[src/hw/core_region_macros.svh]
`ifndef CORE_REGION_MACROS_SVH
`define CORE_REGION_MACROS_SVH

// core load/store port
`define CR_ADDR_W        32
`define CR_CORE_DATA_W   32
`define CR_CORE_BE_W     4

// ram and bulk port word
`define CR_WORD_W        64
`define CR_WORD_BE_W     8
`define CR_WORD_OFFS_W   3

// 4 KiB of 64-bit words
`define CR_RAM_BYTES     4096
`define CR_RAM_ADDR_W    12
`define CR_RAM_DEPTH     512

// address bits that pick the region
`define CR_REGION_MSB    31
`define CR_REGION_LSB    20

// region tag that maps to the local data ram
`define CR_LOCAL_REGION  12'h001

`endif

[src/hw/core_region_pkg.sv]
`include "core_region_macros.svh"

package core_region_pkg;

  // one ram word, seen either whole or as two core-sized halves
  // half[1] sits in the upper 32 bits
  typedef union packed {
    logic [`CR_WORD_W-1:0]                word;
    logic [1:0][`CR_CORE_DATA_W-1:0]      half;
  } ram_word_u;

  // the halves must tile the word exactly
  localparam int unsigned RAM_HALVES = `CR_WORD_W / `CR_CORE_DATA_W;

  // bytes per ram word, used for the byte lanes
  localparam int unsigned RAM_WORD_BYTES = `CR_WORD_BE_W;

  // word count follows from the byte size
  localparam int unsigned RAM_WORDS = `CR_RAM_BYTES / RAM_WORD_BYTES;

endpackage

[src/hw/ram_mux.sv]
`include "core_region_macros.svh"

module ram_mux
  import core_region_pkg::*;
(
  input  logic                                     clk,
  input  logic                                     rst_n,

  // bulk port with word addresses and no grant
  input  logic                                     bulk_req_i,
  input  logic [`CR_RAM_ADDR_W-`CR_WORD_OFFS_W-1:0] bulk_addr_i,
  input  logic                                     bulk_we_i,
  input  logic [`CR_WORD_BE_W-1:0]                 bulk_be_i,
  input  logic [`CR_WORD_W-1:0]                    bulk_wdata_i,
  output logic [`CR_WORD_W-1:0]                    bulk_rdata_o,

  // byte-addressed core port
  input  logic                                     core_req_i,
  input  logic [`CR_RAM_ADDR_W-1:0]                core_addr_i,
  input  logic                                     core_we_i,
  input  logic [`CR_CORE_BE_W-1:0]                 core_be_i,
  input  logic [`CR_CORE_DATA_W-1:0]               core_wdata_i,
  output logic                                     core_gnt_o,
  output logic                                     core_rvalid_o,
  output logic [`CR_CORE_DATA_W-1:0]               core_rdata_o,

  // ram side
  output logic                                     ram_en_o,
  output logic [`CR_RAM_ADDR_W-`CR_WORD_OFFS_W-1:0] ram_addr_o,
  output logic                                     ram_we_o,
  output logic [`CR_WORD_BE_W-1:0]                 ram_be_o,
  output ram_word_u                                ram_wdata_o,
  input  ram_word_u                                ram_rdata_i
);

  logic                       core_half;
  logic [`CR_WORD_BE_W-1:0]   core_be_word;
  ram_word_u                  core_word;
  logic                       core_rvalid_q;
  logic                       core_half_q;

  // byte address bit 2 picks the 32-bit half
  assign core_half = core_addr_i[`CR_WORD_OFFS_W-1];

  always_comb begin
    core_be_word = '0;
    if (core_half) begin
      core_be_word[`CR_WORD_BE_W-1:`CR_CORE_BE_W] = core_be_i;
    end else begin
      core_be_word[`CR_CORE_BE_W-1:0] = core_be_i;
    end
  end

  // core data copied into both halves
  // the byte enables pick the half that lands
  always_comb begin
    core_word.half[0] = core_wdata_i;
    core_word.half[1] = core_wdata_i;
  end

  // bulk port has fixed priority over the core
  assign core_gnt_o = core_req_i & ~bulk_req_i;
  assign ram_en_o   = bulk_req_i | core_req_i;

  always_comb begin
    if (bulk_req_i) begin
      ram_addr_o       = bulk_addr_i;
      ram_we_o         = bulk_we_i;
      ram_be_o         = bulk_be_i;
      ram_wdata_o.word = bulk_wdata_i;
    end else begin
      ram_addr_o  = core_addr_i[`CR_RAM_ADDR_W-1:`CR_WORD_OFFS_W];
      ram_we_o    = core_we_i;
      ram_be_o    = core_be_word;
      ram_wdata_o = core_word;
    end
  end

  always_ff @(posedge clk or negedge rst_n) begin
    if (!rst_n) begin
      core_rvalid_q <= 1'b0;
      core_half_q   <= 1'b0;
    end else begin
      core_rvalid_q <= core_gnt_o;
      if (core_gnt_o) begin
        core_half_q <= core_half;
      end
    end
  end

  assign core_rvalid_o = core_rvalid_q;
  assign core_rdata_o  = ram_rdata_i.half[core_half_q];
  assign bulk_rdata_o  = ram_rdata_i.word;

  // a core request held off by the bulk port stays up with the same address
  a_core_req_held: assert property (
    @(posedge clk) disable iff (!rst_n)
      core_req_i && !core_gnt_o |=> core_req_i && $stable(core_addr_i)
  );

endmodule

[config.mk]
export PLATFORM = sky130hd
export DESIGN_NAME = ram_mux
export DESIGN_NICKNAME = d
export VERILOG_FILES = /design/src/hw/core_region_pkg.sv /design/src/hw/ram_mux.sv
export VERILOG_INCLUDE_DIRS = /design/src /design/src/hw
export SDC_FILE = /design/constraint.sdc
export NUM_CORES = 1
export LEC_CHECK = 0
export BUFFER_PORTS_ARGS = -buffer_cell sky130_fd_sc_hd__buf_4
export CAP_MARGIN = 20
export CORE_AREA = 3 3 145 147
export DETAILED_ROUTE_END_ITERATION = 10
export DIE_AREA = 0 0 148 150
export GPL_TIMING_DRIVEN = 0
export SYNTH_ARGS = -nofsm -noshare
export SYNTH_HDL_FRONTEND = slang
export SYNTH_SLANG_ARGS = --single-unit
[constraint.sdc]
create_clock -name clk -period 1.56 [get_ports clk]
set_clock_uncertainty 0.2 [all_clocks]
set_input_delay 0.078 -clock clk [delete_from_list [all_inputs] [get_ports clk]]
set_output_delay 0.078 -clock clk [all_outputs]
set_load 0.01 [all_outputs]
# == Yosys cells after proc, flatten, opt, wreduce, memory -nomap -nowiden ==
# Index checks and enable logic that the tools add are counted.
# totals
elab_cells,14
inputBits,199
register_bits,2
output_inout_bits,181
# op_classes
mux,8
n_bitwise,3
magnitude_cmp,1
# ops
op,count
$mux W32,2
$mux W64,1
$mux W9,1
$mux W4,2
$mux W8,1
$lt A1 B2 Y1 const B,1
$and A1 B1 Y1,1
$mux W1,1
$not A1 Y1,1
$or A1 B1 Y1,1

# == Logic depth before layout (Yosys ltp) ==
# depth
ltp_word,2
mapped_depth,5
ltp_nobuf,2

# == Worst setup path after synthesis ==
# OpenSTA, ideal clock, no wires.
# synth_timing
path_kind,reg2out
startpoint,reg core_half_q
endpoint,out core_rdata_o[10]
t_required_ps,1282
path_slack_ps,349
path_stages_with_launch,4
path_buffers,2
t_arrival_ps,933
cell_sequence,dfrtp_1 > buf_6 > buf_6 > mux2_4
# synth_between
elab_chain_cells,2
# synth_rtl
item,line,source
start: declaration,ram_mux.sv:40,logic core_half_q;
start signal: assignment,ram_mux.sv:86,core_half_q <= core_half;
$mux W32 (not written as such) (2 in series),ram_mux.sv:92,assign core_rdata_o = ram_rdata_i.half[core_half_q];
end: declaration,ram_mux.sv:25,"output logic [`CR_CORE_DATA_W-1:0] core_rdata_o,"
# No other way between the ends. The select of a mux whose other input is x is not followed.

# == Worst setup path after layout ==
# layout_timing
startpoint,reg core_half_q
endpoint,out core_rdata_o[16]
# Same word-level chain as after synthesis.

==> impl_metrics.env <==
export IMPL_status="finished, violations left"
export IMPL_violations="setup timing"
export IMPL_cpMostUsedCell="buf_6"
export IMPL_worst_slack_ns=-0.01962
export IMPL_synth_common_cells="nand2_1 (128), buf_4 (70), mux2_4 (38), nand2b_1 (32), a22o_1 (8)"
export IMPL_cap_violations=0
export IMPL_cts_max_level=1
export IMPL_worstSetupPathType="flop to output pin"
export IMPL_via_per_inst=3.458
export IMPL_cts_tree="done"
export IMPL_numCtsBuffers=3
export IMPL_first_global_vias=3301
export IMPL_rows=52
export IMPL_drive_above_1_share=0.7368
export IMPL_max_slew_margin=0.7002
export IMPL_ir_drop_uv=222.2
export IMPL_hold_path_cell_count=3
export IMPL_area_growth_pct=165.7
export IMPL_hold_end="bulk_rdata_o[28]"
export IMPL_r2r_cells=3
export IMPL_start_util=0.1035
export IMPL_yosys_area_top_type="mux2_4"
export IMPL_endpoint_kind="output pin"
export IMPL_async_reset_ff_frac=1.000
export IMPL_cp_top_family="buffers and inverters"
export IMPL_start_kind="flop"
export IMPL_tns_ns=-0.3861
export IMPL_ff2ff_setup_slack_ns=0.32
export IMPL_fin_util=0.2751
export IMPL_synth_avg_cell_area_um2=6.961
export IMPL_critPathMaxFanout=10
export IMPL_gr_total_overflow=0
export IMPL_synth_edf_count=0
export IMPL_synth_area_mm2=0.002074
export IMPL_powerDensity_mw_per_mm2=443.3
export IMPL_synthCells=298
export IMPL_synth_nets=497
export IMPL_worstHoldPathType="input pin to output pin"
export IMPL_antenna_found_initial=1
export IMPL_r2r_start="core_half_q$_DFFE_PN0P_"
export IMPL_io_pins=380
export IMPL_remaining_drc_errors=0
export IMPL_gp_congestion=0.8179
export IMPL_synth_warnings=0
export IMPL_wirelength_mm=13.14
export IMPL_power_leakage_nw=3.209
export IMPL_clockRootBuffer="clkbuf_16"
export IMPL_vias=3302
export IMPL_placed_area_mm2=0.005235
export IMPL_core_area_mm2=0.02004
export IMPL_crit_chain="buf_6, buf_12, mux2_4, buf_6"
export IMPL_worstPathRequired_ns=1.28
export IMPL_yosysSeqAreaShare=0.02413
export IMPL_die_h_um=150
export IMPL_pre_cts_ws_ns=0.1567
export IMPL_path_clk_slew_ns=0.03
export IMPL_cts_max_path_buffers=2
export IMPL_die_area_mm2=0.02220
export IMPL_wl_per_cell_um=13.75
export IMPL_setup_viol=29
export IMPL_crit_path_max_incr_delay_ns=0.36
export IMPL_synth_top_area_share=0.2750
export IMPL_maxSlewViolCount=0
export IMPL_port_buffers=376
export IMPL_hold_violations=0
export IMPL_numClockSinks=2
export IMPL_ant_nets=0
export IMPL_hold_start="ram_rdata_i[28]"
export IMPL_slowest_stage="dfrtp_1"
export IMPL_grtUsageTotal=0.1019
export IMPL_first_pass_iters=4
export IMPL_rsz0062_at_grt="yes"
export IMPL_synth_most_common_cell="nand2_1"
export IMPL_drtIter0Drc=71
export IMPL_fin_crit_ns=1.580
export IMPL_cp_data_arrival_time_ns=1.30
export IMPL_cp_num_buf_inv=3
export IMPL_clk_latency_ns=0.22
export IMPL_synth_area_top_cells="mux2_4 (28%), buf_4 (25%), nand2_1 (23%), nand2b_1 (9.7%), buf_6 (3.8%)"
export IMPL_yosysUniqueCellTypes=15
export IMPL_stdcell_area_mm2=0.005513
export IMPL_fin_crit_sh=1.013
export IMPL_synth_flop_cell="dfrtp_1"
export IMPL_tightest_slew_ns=0.4487
export IMPL_grt_max_degree=11
export IMPL_grt_pass1_wl_mm=18.08
export IMPL_synth_seq_cells=2
export IMPL_nets=885
export IMPL_die_w_um=148
export IMPL_reg2reg_to="core_half_q$_DFFE_PN0P_"
export IMPL_hpwl_mm=11.63
export IMPL_fmaxAchievable_mhz=633.1
-- routing by layer --
| layer | up-vias | track usage | part of all wire |
|---|---|---|---|
| li1 | 1649 | - | - |
| met1 | 1439 | 0.1172 | 0.37 |
| met2 | 208 | 0.2016 | 0.54 |
| met3 | 6 | 0.01514 | 0.078 |
| met4 | 0 | 0.01432 | 0.0057 |
| met5 | - | 0 | 0 |
-- timing repair --
action | in CTS | in global routing
buffers inserted | 2 | 0
hold buffers | 5 | 0
resized for setup | 35 | 0
endpoints found under the setup margin | 29 | 32
endpoints found under the hold margin | 4 | 0
-- cells by family (layout without fill, tap and decap cells) --
logic type	Yosys count	count (layout)	share of synthesized area
AOI/OAI and AO/OA	8	8	0.03378
buffers and inverters	81	467	0.2998
DFF	2	2	0.02413
muxes	43	43	0.3022
other	0	1	0
and+or+nand+nor	164	164	0.3402
-- power breakdown --
part	total, mW	switching [mW]	internal (mW)	leakage (nW)
Sequential	0.0596	0.00214	0.0574	0.0246
Clock	0.385	0.0590	0.326	0.0370
Combinational	2.00	0.750	1.25	3.15
-- layout by cell type (no fill, tap or decap) --
cell type	instances
a22o_1	8
buf_12	3
buf_2	1
buf_4	419
buf_6	33
clkbuf_1	2
clkbuf_16	3
clkbuf_2	1
dfrtp_1	2
diode_2	1
dlygate4sd3_1	5
mux2_2	5
mux2_4	38
nand2_1	128
nand2b_1	32
nor2_1	1
nor2b_1	1
nor2b_2	1
or2_1	1
-- flip-flops by register name, summed over array words and instances, names as in the netlist --
signal	flops
core_half_q	1
core_rvalid_o	1
-- tightest hold or removal path: cells and delay by family --
kind     cells  cell delay (ns)
buf+inv      3             0.27
-- final cells by class --
class | instances | area (µm²)
diodes | 1 | 2.502
plain buffers | 81 | 648.1
clock buffers | 3 | 75.07
fillers | 2240 | 14530
multi-input cells | 215 | 1403
flip-flops and latches | 2 | 50.05
well taps | 270 | 337.8
repair buffers | 383 | 2997
-- worst max-delay path by stage --
stage	from	endpoint	slack, ns	cells past startpoint
floorplan	core_half_q$_DFFE_PN0P_	core_rdata_o[10]	0.35	3
global placement	core_half_q$_DFFE_PN0P_	core_rdata_o[18]	0.16	4
detailed placement	core_half_q$_DFFE_PN0P_	core_rdata_o[30]	0.16	4
CTS	core_half_q$_DFFE_PN0P_	core_rdata_o[18]	-0.03	4
global route	core_half_q$_DFFE_PN0P_	core_rdata_o[29]	-0.06	4
finish	core_half_q$_DFFE_PN0P_	core_rdata_o[16]	-0.02	4
-- metrics by stage --
| step | hold slack (ns) | total power [mW] | cells |
|---|---|---|---|
| 2_1_floorplan | -0.4176 | 0.8987 | 298 |
| 3_3_place_gp | -0.3398 | 1.950 | 944 |
| 3_5_place_dp | -0.3385 | 1.958 | 944 |
| 4_1_cts | 0.2288 | 2.474 | 954 |
| 5_1_grt | 0.2355 | 2.599 | 955 |
| 6_report | 0.2292 | 2.444 | 955 |
(Power assumes the default switching activity.)
