`src/hw/core_region_macros.svh`:
```
`ifndef CORE_REGION_MACROS_SVH
`define CORE_REGION_MACROS_SVH

// core load/store port
`define CR_ADDR_W        32
`define CR_CORE_DATA_W   32
`define CR_CORE_BE_W     4

// ram and bulk port word
`define CR_WORD_W        64
`define CR_WORD_BE_W     8
`define CR_WORD_OFFS_W   3

// 4 KiB of 64-bit words
`define CR_RAM_BYTES     4096
`define CR_RAM_ADDR_W    12
`define CR_RAM_DEPTH     512

// address bits that pick the region
`define CR_REGION_MSB    31
`define CR_REGION_LSB    20

// region tag that maps to the local data ram
`define CR_LOCAL_REGION  12'h001

`endif

```
`src/hw/lsu_demux.sv`:
```
`include "core_region_macros.svh"

module lsu_demux (
  input  logic                        clk,
  input  logic                        rst_n,

  // core load/store port
  input  logic                        lsu_req_i,
  input  logic [`CR_ADDR_W-1:0]       lsu_addr_i,
  input  logic                        lsu_we_i,
  input  logic [`CR_CORE_BE_W-1:0]    lsu_be_i,
  input  logic [`CR_CORE_DATA_W-1:0]  lsu_wdata_i,
  output logic                        lsu_gnt_o,
  output logic                        lsu_rvalid_o,
  output logic [`CR_CORE_DATA_W-1:0]  lsu_rdata_o,

  // local ram side
  output logic                        ram_req_o,
  output logic [`CR_RAM_ADDR_W-1:0]   ram_addr_o,
  output logic                        ram_we_o,
  output logic [`CR_CORE_BE_W-1:0]    ram_be_o,
  output logic [`CR_CORE_DATA_W-1:0]  ram_wdata_o,
  input  logic                        ram_gnt_i,
  input  logic                        ram_rvalid_i,
  input  logic [`CR_CORE_DATA_W-1:0]  ram_rdata_i,

  // external bus side
  output logic                        ext_req_o,
  output logic [`CR_ADDR_W-1:0]       ext_addr_o,
  output logic                        ext_we_o,
  output logic [`CR_CORE_BE_W-1:0]    ext_be_o,
  output logic [`CR_CORE_DATA_W-1:0]  ext_wdata_o,
  input  logic                        ext_gnt_i,
  input  logic                        ext_rvalid_i,
  input  logic [`CR_CORE_DATA_W-1:0]  ext_rdata_i
);

  typedef enum logic {
    RESP_EXT = 1'b0,
    RESP_RAM = 1'b1
  } resp_src_e;

  logic      is_local;
  resp_src_e resp_q;
  resp_src_e resp_d;

  assign is_local  = (lsu_addr_i[`CR_REGION_MSB:`CR_REGION_LSB] == `CR_LOCAL_REGION);
  assign ram_req_o = lsu_req_i & is_local;
  assign ext_req_o = lsu_req_i & ~is_local;

  // fields go to both sides, only the strobe is steered
  assign ram_addr_o  = lsu_addr_i[`CR_RAM_ADDR_W-1:0];
  assign ram_we_o    = lsu_we_i;
  assign ram_be_o    = lsu_be_i;
  assign ram_wdata_o = lsu_wdata_i;

  assign ext_addr_o  = lsu_addr_i;
  assign ext_we_o    = lsu_we_i;
  assign ext_be_o    = lsu_be_i;
  assign ext_wdata_o = lsu_wdata_i;

  // grant from the addressed side, and note where the response will come from
  always_comb begin
    resp_d    = resp_q;
    lsu_gnt_o = 1'b0;
    if (ext_req_o) begin
      lsu_gnt_o = ext_gnt_i;
      if (ext_gnt_i) begin
        resp_d = RESP_EXT;
      end
    end else if (ram_req_o) begin
      lsu_gnt_o = ram_gnt_i;
      if (ram_gnt_i) begin
        resp_d = RESP_RAM;
      end
    end
  end

  always_ff @(posedge clk or negedge rst_n) begin
    if (!rst_n) begin
      resp_q <= RESP_RAM;
    end else begin
      resp_q <= resp_d;
    end
  end

  assign lsu_rdata_o  = (resp_q == RESP_EXT) ? ext_rdata_i : ram_rdata_i;
  assign lsu_rvalid_o = ram_rvalid_i | ext_rvalid_i;

  // the lsu only switches region once its responses are back
  a_single_resp_src: assert property (
    @(posedge clk) disable iff (!rst_n) !(ram_rvalid_i && ext_rvalid_i)
  );

endmodule

```
`config.mk`:
```
export PLATFORM = sky130hd
export DESIGN_NAME = lsu_demux
export DESIGN_NICKNAME = d
export VERILOG_FILES = /design/src/hw/lsu_demux.sv
export VERILOG_INCLUDE_DIRS = /design/src /design/src/hw
export SDC_FILE = /design/constraint.sdc
export NUM_CORES = 1
export LEC_CHECK = 0
export ABC_AREA = 1
export BUFFER_PORTS_ARGS = -buffer_cell sky130_fd_sc_hd__buf_2
export CAP_MARGIN = 20
export CORE_AREA = 10 10 105 107
export DETAILED_ROUTE_END_ITERATION = 10
export DIE_AREA = 0 0 115 117
export PLACE_DENSITY = 0.58
export REMOVE_ABC_BUFFERS = 1
export SKIP_CTS_REPAIR_TIMING = 1
export SYNTH_ARGS = -nofsm -noshare
export SYNTH_HDL_FRONTEND = slang
export SYNTH_SLANG_ARGS = --single-unit
```
`constraint.sdc`:
```
create_clock -name clk -period 2.4 [get_ports clk]
set_input_delay 0.36 -clock clk [delete_from_list [all_inputs] [get_ports clk]]
set_output_delay 0.36 -clock clk [all_outputs]
set_load 0.05 [all_outputs]
```
Yosys cells after proc, flatten, opt, wreduce, memory -nomap -nowiden --
Index checks and enable logic that the tools add are counted.
Cells by class: bitwise gates (word level) 4, reduce and logical (&&, ||, !) cells 3, mux-type cells 7, equality and inequality tests 2
Operator list (count):
- 2-to-1 mux 32 bit | 1
- equality test 12 x 1 -> 1 bit (second input constant) | 1
- 2-to-1 mux 1 bit | 6
- nonzero test 2 bit | 2
- AND reduction 3 bit | 1
- bitwise AND 1 bit | 2
- inequality test 2 x 1 -> 1 bit (second input constant) | 1
- inverter 1 bit | 1
- bitwise OR 1 bit | 1
Word-level totals: flip-flop bits (word level) 1, input bits 140, logic and storage cells 17, output and inout bits 154

Logic depth before layout (Yosys ltp) --
Gate-level depths: netlist of run 1.
word-level depth 5, depth in mapped cells 7

Worst setup path before layout of run 1 --
Ideal clock, no wire load.
path kind input port to output port, start point input lsu_addr_i[26], end point output lsu_gnt_o, slack 0.608 ns, required time 2.040 ns, cell stages on the path 7, arrival 1.432 ns, cell sequence inv_1 > nand2_1 > nor2_2 > nand3_2 > nor2_4 > nand2_1 > nand2_1
On the way: cells in the longest elaborated chain, start to end 4, elaborated cells on any way between the ends 6, classes of those cells eq/ne: 1; mux: 2; bitwise: 3
Ends and longest elaborated chain:
- start: declaration | line lsu_demux.sv:9 | input logic [`CR_ADDR_W-1:0] lsu_addr_i,
- equality test 12 x 1 -> 1 bit (no line)
- bitwise AND 1 bit | line lsu_demux.sv:48 | assign ram_req_o = lsu_req_i & is_local;
- net ram_req_o | line lsu_demux.sv:18 | output logic ram_req_o,
- 2-to-1 mux 1 bit | line lsu_demux.sv:71 | end else if (ram_req_o) begin
- 2-to-1 mux 1 bit | line lsu_demux.sv:66 | if (ext_req_o) begin
- end: declaration | line lsu_demux.sv:13 | output logic lsu_gnt_o,
The timed path passes the listed nets, and every way through them passes these cells.

Final worst setup path of run 1 --
start point register resp_q, end point output lsu_rdata_o[12]
On the way: cells in the longest elaborated chain, start to end 1
Ends and longest elaborated chain:
- start: declaration | line lsu_demux.sv:44 | resp_src_e resp_q;
- start signal: assignment | line lsu_demux.sv:83 | resp_q <= resp_d;
- 2-to-1 mux 32 bit | line lsu_demux.sv:87 | assign lsu_rdata_o = (resp_q == RESP_EXT) ? ext_rdata_i : ram_rdata_i;
- end: declaration | line lsu_demux.sv:15 | output logic [`CR_CORE_DATA_W-1:0] lsu_rdata_o,
No other way between the ends.

==> qor.yml, run 1 <==
run_status:
  status: "complete, no violations"
die:
  start_util_pct: 17.5
  num_rows: 35
  die_h_microns: 117
  coreArea_sq_um: 9020
  dieArea_sq_um: 13500
  pin_count: 294
  dieWidth_microns: 115
grt:
  grt_pass1_vias: 1418
  track_usage_pct: 17.3
  use_met3_pct: 20.5
  grt_use_met1_pct: 12.2
  grt_pass1_wl_microns: 15400
  antenna_found_initial: 0
  use_met2_pct: 27.7
  grt-ovfl-total: 0
  grt_max_degree: 28
  top_usage_layer: "met2"
worst_setup_path:
  r2r_slack_ns: 1.58
  reg2regPathDepth: 2
  path_class: "reg -> out"
  startpoint_type: "register"
  r2r-end: "resp_q"
  arrival_ns: 1.43
  cp_slowest_stage_delay_ns: 0.62
  slowest_stage: "dfstp_2"
  path_cells: "buf_12, mux2_4, buf_2"
  crit_path_max_fanout: 27
  cp.required_ns: 2.04
  critPathLaunch: "resp_q"
  r2r-start: "resp_q"
  end_kind: "output pin"
yosys:
  synthCells: 181
  async_flop_share_pct: 100
  ys_ff_latch: 1
  seq_area_frac_synth_pct: 1.67
  synthFlopType: "dfstp_2"
  syn_area_sq_um: 1580
  ys_warn_count: 0
  synth.avg_cell_area_sq_um: 8.72
  ys_types: 16
  synth-edff-count: 0
layout:
  n_fill_cell: 1036
  syn2layout_area_growth_pct: -9.36
  layoutNonFillerInstCount: 301
  final_core_util_pct: 15.9
  reg_top3: "resp_q x1"
  diodes: 0
  nets: 332
  drive_above_1_share_pct: 88.9
  largest_reg_flops: 1
  regMostFlops: "resp_q"
timing:
  fin_crit_sh_pct: 74.5
  tightest_slew_ns: 0.278
  fin_crit_ns: 1.79
  holdWs_ns: 0.302
  tns_ns: 0
  drv_slew: 0
  fmax_mhz: 559
  clock_skew_ns: 0
  slew_headroom_pct: 81.6
  rsz0062_at_grt: "no"
  setup_viol: 0
  finalHoldViolCount: 0
place:
  place_congestion: 0.816
  port_buffers: 130
  place_inst: 301
route:
  wl_per_cell_microns: 42.8
  vias: 1273
  drt_iter0_drc: 56
  drcViolationCount: 0
  drt_wl_total_microns: 12900
  drt_first_pass_iters: 3
  viasPerCell: 4.23
  ant_nets: 0
pwr:
  irDropWorstVdd_v: 0.0000778
  powerDensity_nw_per_um2: 231
  p_leak_uw: 0.000821
  power_uw: 330
hold_path:
  hold_path.class: "in -> async"
flow_run:
  max_cap_viol_count: 0
cts:
  clk_pin_slew_ns: 0
  clk_latency_ns: 0
==> layout make-up <==
type	instances	area, sq um	share of cell area [%]
well taps	111	139	9.71
repair buffers	131	671	46.9
inverters	8	30.0	2.10
multi-input cells	50	564	39.5
flip-flops and latches	1	26.3	1.84
==> stage by stage <==
step,cell area [sq um],worst slack (ns)
3_3_place_gp,1430,0.620
5_1_grt,1430,0.553
2_1_floorplan,621,0.449
4_1_cts,1430,0.590
3_5_place_dp,1430,0.588
6_report,1430,0.611
==> how the worst max path moves through the flow <==
stage,endpoint,cells after the start
final,lsu_rdata_o[12],3
after global routing,lsu_rdata_o[12],3
after CTS,lsu_rdata_o[19],3
after detailed placement,lsu_rdata_o[19],3
after global placement,lsu_rdata_o[23],3
after floorplan,lsu_rdata_o[15],1
==> layer usage <==
metal | wire, microns | part of all wire [%] | up-vias
li1 | - | - | 468
met1 | 3250 | 25 | 495
met2 | 5710 | 44 | 292
met3 | 3400 | 26 | 14
met4 | 448 | 3.5 | 4
met5 | 71 | 0.55 | -
==> logic make-up (layout without fill, tap and decap cells) <==
kind of cell    count (synthesis)  count (layout)  synth area share (%)
buf+inv                       130             139                  62.6
mux                            32              32                  29.7
simple gates                   17              17                  5.63
compound gates                  1               1                 0.397
flops                           1               1                  1.67
==> layout by cell type, fill, tap and decap left out <==
cell,count
nand2_1,8
dfstp_2,1
mux2_2,3
nor2_1,2
buf_12,1
nand3_2,1
mux2_4,29
nor2_4,1
buf_2,130
nand3_1,1
inv_1,8
nor2_2,2
and2_1,1
a31oi_1,1
or2_2,1
==> critical path, delay by kind of cell (launching register included) <==
family | cells | cell delay, ns
flip-flops | 1 | 0.62
multiplexers | 1 | 0.32
buffers and inverters | 2 | 0.47
==> power breakdown <==
group	internal, uW	leakage (uW)	switching, uW
sequential	17.2	0.0000103	0.0199
combinational	112	0.000811	201
clock	0	0	0
==> synthesized netlist by cell type (2+ instances only) <==
master,count,area [sq um]
nand2_1,8,30.0
nor2_2,2,12.5
mux2_2,3,33.8
mux2_4,29,435
buf_4,118,886
buf_12,3,60.1
inv_1,8,30.0
nor2_1,2,7.51
Note: power is estimated with default switching activity, not from simulation.
==> inputs of run 2 (changes only) <==
- ABC_AREA: 1 -> 0
- CORE_AREA: 10 10 105 107 -> 10 10 106 108
- DIE_AREA: 0 0 115 117 -> 0 0 116 118
- PLACE_DENSITY: 0.58 -> 0.57
- clock period: 2.4 -> 1.5 ns (I/O delays scaled with it)
==> qor.yml, run 2 <==
route:
  drt_first_pass_iters: 4
  wl_per_cell_microns: 40.2
  viasPerCell: 4.01
  drt_wl_total_microns: 11800
  vias: 1174
  drcViolationCount: 0
  ant_nets: 0
  drt_iter0_drc: 30
timing:
  setup_viol: 24
  rsz0062_at_grt: "yes"
  drv_slew: 0
  setup_ws_ns: -0.0332
  clock_skew_ns: 0
  holdWs_ns: 0.160
  fin_crit_sh_pct: 102
  tightest_slew_ns: 0.242
  tns_ns: -0.450
  slew_headroom_pct: 83.7
  fin_crit_ns: 1.53
  fmax_mhz: 652
  finalHoldViolCount: 0
worst_setup_path:
  cp.required_ns: 1.27
  r2r-end: "resp_q"
  r2r-start: "resp_q"
  arrival_ns: 1.31
  path_class: "reg -> out"
  path_cells: "buf_12, mux2_2, buf_2"
  end_kind: "output pin"
  reg2regPathDepth: 3
  crit_path_max_fanout: 24
  cp_slowest_stage_delay_ns: 0.54
  r2r_slack_ns: 0.54
  startpoint_type: "register"
  slowest_stage: "dfstp_2"
yosys:
  ys_top_cells_by_count: "buf_4, mux2_2, buf_6, nand2_1"
  post-synth-top-count-cell: "buf_4"
  synthCells: 169
  seq_area_frac_synth_pct: 1.83
  synth-edff-count: 0
  synth.avg_cell_area_sq_um: 8.51
  synth_top_area_cell: "buf_4"
  synthFlopType: "dfstp_2"
  synthTopCellsByArea: "buf_4, mux2_2, nor4_4"
  ys_types: 17
  async_flop_share_pct: 100
  ys_ff_latch: 1
  ys_warn_count: 0
  yosysTopAreaCellShare_pct: 61.6
  syn_area_sq_um: 1440
run_status:
  violations: "negative setup slack"
  status: "finished, violations left"
flow_run:
  max_cap_viol_count: 0
pwr:
  irDropWorstVdd_v: 0.000119
  p_leak_uw: 0.000700
  powerDensity_nw_per_um2: 378
layout:
  drive_above_1_share_pct: 93.9
  n_fill_cell: 1062
  reg_top3: "resp_q x1"
  final_cell_mix: "buf_2, mux2_2, buf_4"
  syn2layout_area_growth_pct: -6.09
  layout_commonest_cell: "buf_2"
  nets: 322
  largest_reg_flops: 1
  final_core_util_pct: 14.8
  regMostFlops: "resp_q"
hold_path:
  hold_path.class: "in -> async"
die:
  start_util_pct: 15.8
  die_h_microns: 118
  dieWidth_microns: 116
  num_rows: 35
  dieArea_sq_um: 13700
  pin_count: 294
  coreArea_sq_um: 9110
grt:
  grt_max_degree: 25
  antenna_found_initial: 2
  grt_pass1_wl_microns: 14100
  grt-ovfl-total: 0
  grt_pass1_vias: 1351
  track_usage_pct: 15.3
place:
  pre_cts_ws_ns: -0.0509
  port_buffers: 130
  dp_hpwl_microns: 11000
  place_congestion: 0.718
cts:
  clk_pin_slew_ns: 0
  clk_latency_ns: 0
==> run 2: cell count changes in the layout (fill, tap and decap cells not counted), moves of 3 or more <==
cell / change
buf_2: -3
buf_4: +5
inv_1: -7
mux2_2: +27
mux2_4: -29
nand2_1: -5
==> run 2: final cells by class <==
| type | count | area [sq um] | share of cell area, % |
|---|---|---|---|
| Antenna cell | 2 | 5.00 | 0.370 |
| Timing Repair Buffer | 133 | 693 | 51.3 |
| Tap cell | 111 | 139 | 10.3 |
| Inverter | 1 | 3.75 | 0.278 |
| Sequential cell | 1 | 26.3 | 1.94 |
| Multi-Input combinational cell | 45 | 484 | 35.8 |
==> run 2: worst max path at each step <==
stage                     end  slack, ns      startpoint  depth (start not counted)
2_1_floorplan       lsu_gnt_o      -0.18  lsu_addr_i[26]                          3
3_3_place_gp        lsu_gnt_o      -0.05  lsu_addr_i[26]                          5
3_5_place_dp   lsu_rdata_o[9]      -0.05          resp_q                          3
4_1_cts             lsu_gnt_o      -0.06  lsu_addr_i[26]                          5
5_1_grt        lsu_rdata_o[9]      -0.07          resp_q                          3
6_report       lsu_rdata_o[9]      -0.03          resp_q                          3
==> run 2: critical path: cells and delay by family (launching register included) <==
kind	cells	cell delay, ns
multiplexers	1	0.36
flip-flops	1	0.54
buffers and inverters	2	0.39
==> run 2: stage by stage <==
step | instances | cell area [sq um] | power [uW]
detailed placement | 291 | 1340 | 513
floorplan | 47 | 514 | 264
global placement | 291 | 1340 | 508
finish | 293 | 1350 | 511
global route | 292 | 1350 | 536
CTS | 291 | 1340 | 515
==> run 2: metal layers <==
metal / up-vias / share of wire, % / global-route usage, % / routed length [microns]
li1: 454 / - / - / -
met1: 486 / 26 / 10.9 / 3010
met2: 225 / 45 / 24.3 / 5250
met3: 7 / 29 / 20.8 / 3430
met4: 2 / 0.33 / 0.391 / 39
met5: - / 0.41 / 7.06 / 48
==> run 2: cell families (layout without fill, tap and decap cells) <==
kind of cell / count (synthesis) / after routing / synth area share, %
AO/OA/AOI/OAI: 3 / 3 / 1.13
flip-flops: 1 / 1 / 1.83
AND/OR/NAND/NOR: 9 / 9 / 6.78
multiplexers: 33 / 33 / 25.7
other: 0 / 2 / 0
buffers and inverters: 123 / 134 / 64.5
==> run 2: report_power, final <==
part           switching [uW]  internal, uW  total [uW]  leakage (uW)
registers              0.0133          27.5        27.5     0.0000103
clock network               0      0.000179    0.000179  0.0000000127
logic                     324           160         484      0.000690
==> inputs of run 3 (changes only) <==
- RECOVER_POWER: unset -> 100
==> qor.yml, run 3 (synthesis gave the netlist of run 2 again) <==
route:
  drt_first_pass_iters: 4
  vias: 1173
  wl_met1_microns: 3050
  drcViolationCount: 0
  ant_nets: 0
  highest_layer: "met5"
  drt_wl_total_microns: 11800
  wl_met2_microns: 5250
  wl_per_cell_microns: 40.1
  drt_iter0_drc: 24
  viasPerCell: 4.00
  met3_length_microns: 3360
layout:
  final_cell_mix: "buf_2, mux2_2, clkbuf_1"
  n_fill_cell: 1062
  layout_commonest_cell: "buf_2"
  multi_input_area_sq_um: 479
  nets: 322
  area.sequential_sq_um: 26.3
  drive_above_1_share_pct: 86.1
  largest_reg_flops: 1
  reg_top3: "resp_q x1"
  syn2layout_area_growth_pct: -7.56
  regMostFlops: "resp_q"
pwr:
  power_uw: 506
  powerDensity_nw_per_um2: 381
  p_leak_uw: 0.000666
  irDropWorstVdd_v: 0.000118
grt:
  grt_max_degree: 25
  grt_pass1_vias: 1351
  track_usage_pct: 15.3
  grt_pass1_wl_microns: 14100
  antenna_found_initial: 2
  grt-ovfl-total: 0
worst_setup_path:
  cp.required_ns: 1.27
  path_cells: "buf_12, mux2_2, buf_2"
  cp_slowest_stage_delay_ns: 0.54
  crit_path_max_fanout: 24
  startpoint_type: "register"
  arrival_ns: 1.31
  path_class: "reg -> out"
  slowest_stage: "dfstp_2"
  end_kind: "output pin"
cts:
  clk_pin_slew_ns: 0
  clk_latency_ns: 0
timing:
  rsz0062_at_grt: "yes"
  tns_ns: -0.449
  fin_crit_sh_pct: 102
  slew_headroom_pct: 59.4
  tightest_slew_ns: 0.612
  clock_skew_ns: 0
  finalHoldViolCount: 0
  setup_viol: 24
  drv_slew: 0
  fmax_mhz: 652
  setup_ws_ns: -0.0332
  fin_crit_ns: 1.53
place:
  port_buffers: 130
  place_congestion: 0.718
  dp_hpwl_microns: 11000
die:
  coreArea_sq_um: 9110
  start_util_pct: 15.8
  dieArea_sq_um: 13700
  num_rows: 35
  pin_count: 294
  die_h_microns: 118
  dieWidth_microns: 116
hold_path:
  hold_path.class: "in -> async"
run_status:
  status: "finished, violations left"
  violations: "negative setup slack"
flow_run:
  max_cap_viol_count: 0
## run 3: changes by cell type in the layout (fill, tap and decap cells not counted), sizes merged
cell	change
buf	-16
clkbuf	+16
## run 3: layout make-up
type | instances | area share (%)
Timing Repair Buffer | 133 | 50.9
Tap cell | 111 | 10.4
Inverter | 1 | 0.282
Sequential cell | 1 | 1.98
Antenna cell | 2 | 0.376
Multi-Input combinational cell | 45 | 36.0
## run 3: metrics by stage
step	util, %	setup WS [ns]	instances	cell area (sq um)	hold slack, ns
floorplan	-	-0.176	47	514	0.0772
global placement	14.7	-0.0525	291	1340	0.163
detailed placement	14.7	-0.0509	291	1340	0.165
CTS	14.7	-0.0554	291	1340	0.165
global route	14.6	-0.0719	292	1330	0.166
finish	14.6	-0.0332	293	1330	0.160
## run 3: path summary, 6_finish.rpt
path                           startpoint             end  slack, ns  depth (start not counted)
hold reg to reg                    resp_q          resp_q       0.68                          3
min in group clk           lsu_addr_i[18]  ext_addr_o[18]       0.45                          0
setup / recovery                   resp_q  lsu_rdata_o[9]      -0.03                          3
max in group asynchronous           rst_n          resp_q       1.32                          1
setup reg to reg                   resp_q          resp_q       0.51                          3
hold / removal                      rst_n          resp_q       0.16                          1
## run 3: critical path: cells and delay by family (launching register included)
family	cells	cell delay (ns)
muxes	1	0.36
buffers and inverters	2	0.39
DFF	1	0.54
## run 3: metal layers
layer  vias to the layer above  track usage, %
met5                         -            7.06
met4                         2           0.391
met3                         7            20.8
met2                       228            24.3
met1                       483            10.9
li1                        453               -
## run 3: report_power, final
group | internal, uW | switching (uW) | leakage (uW)
combinational | 154 | 325 | 0.000656
sequential | 27.5 | 0.0133 | 0.0000103
clock | 0.000179 | 0 | 0.0000000127
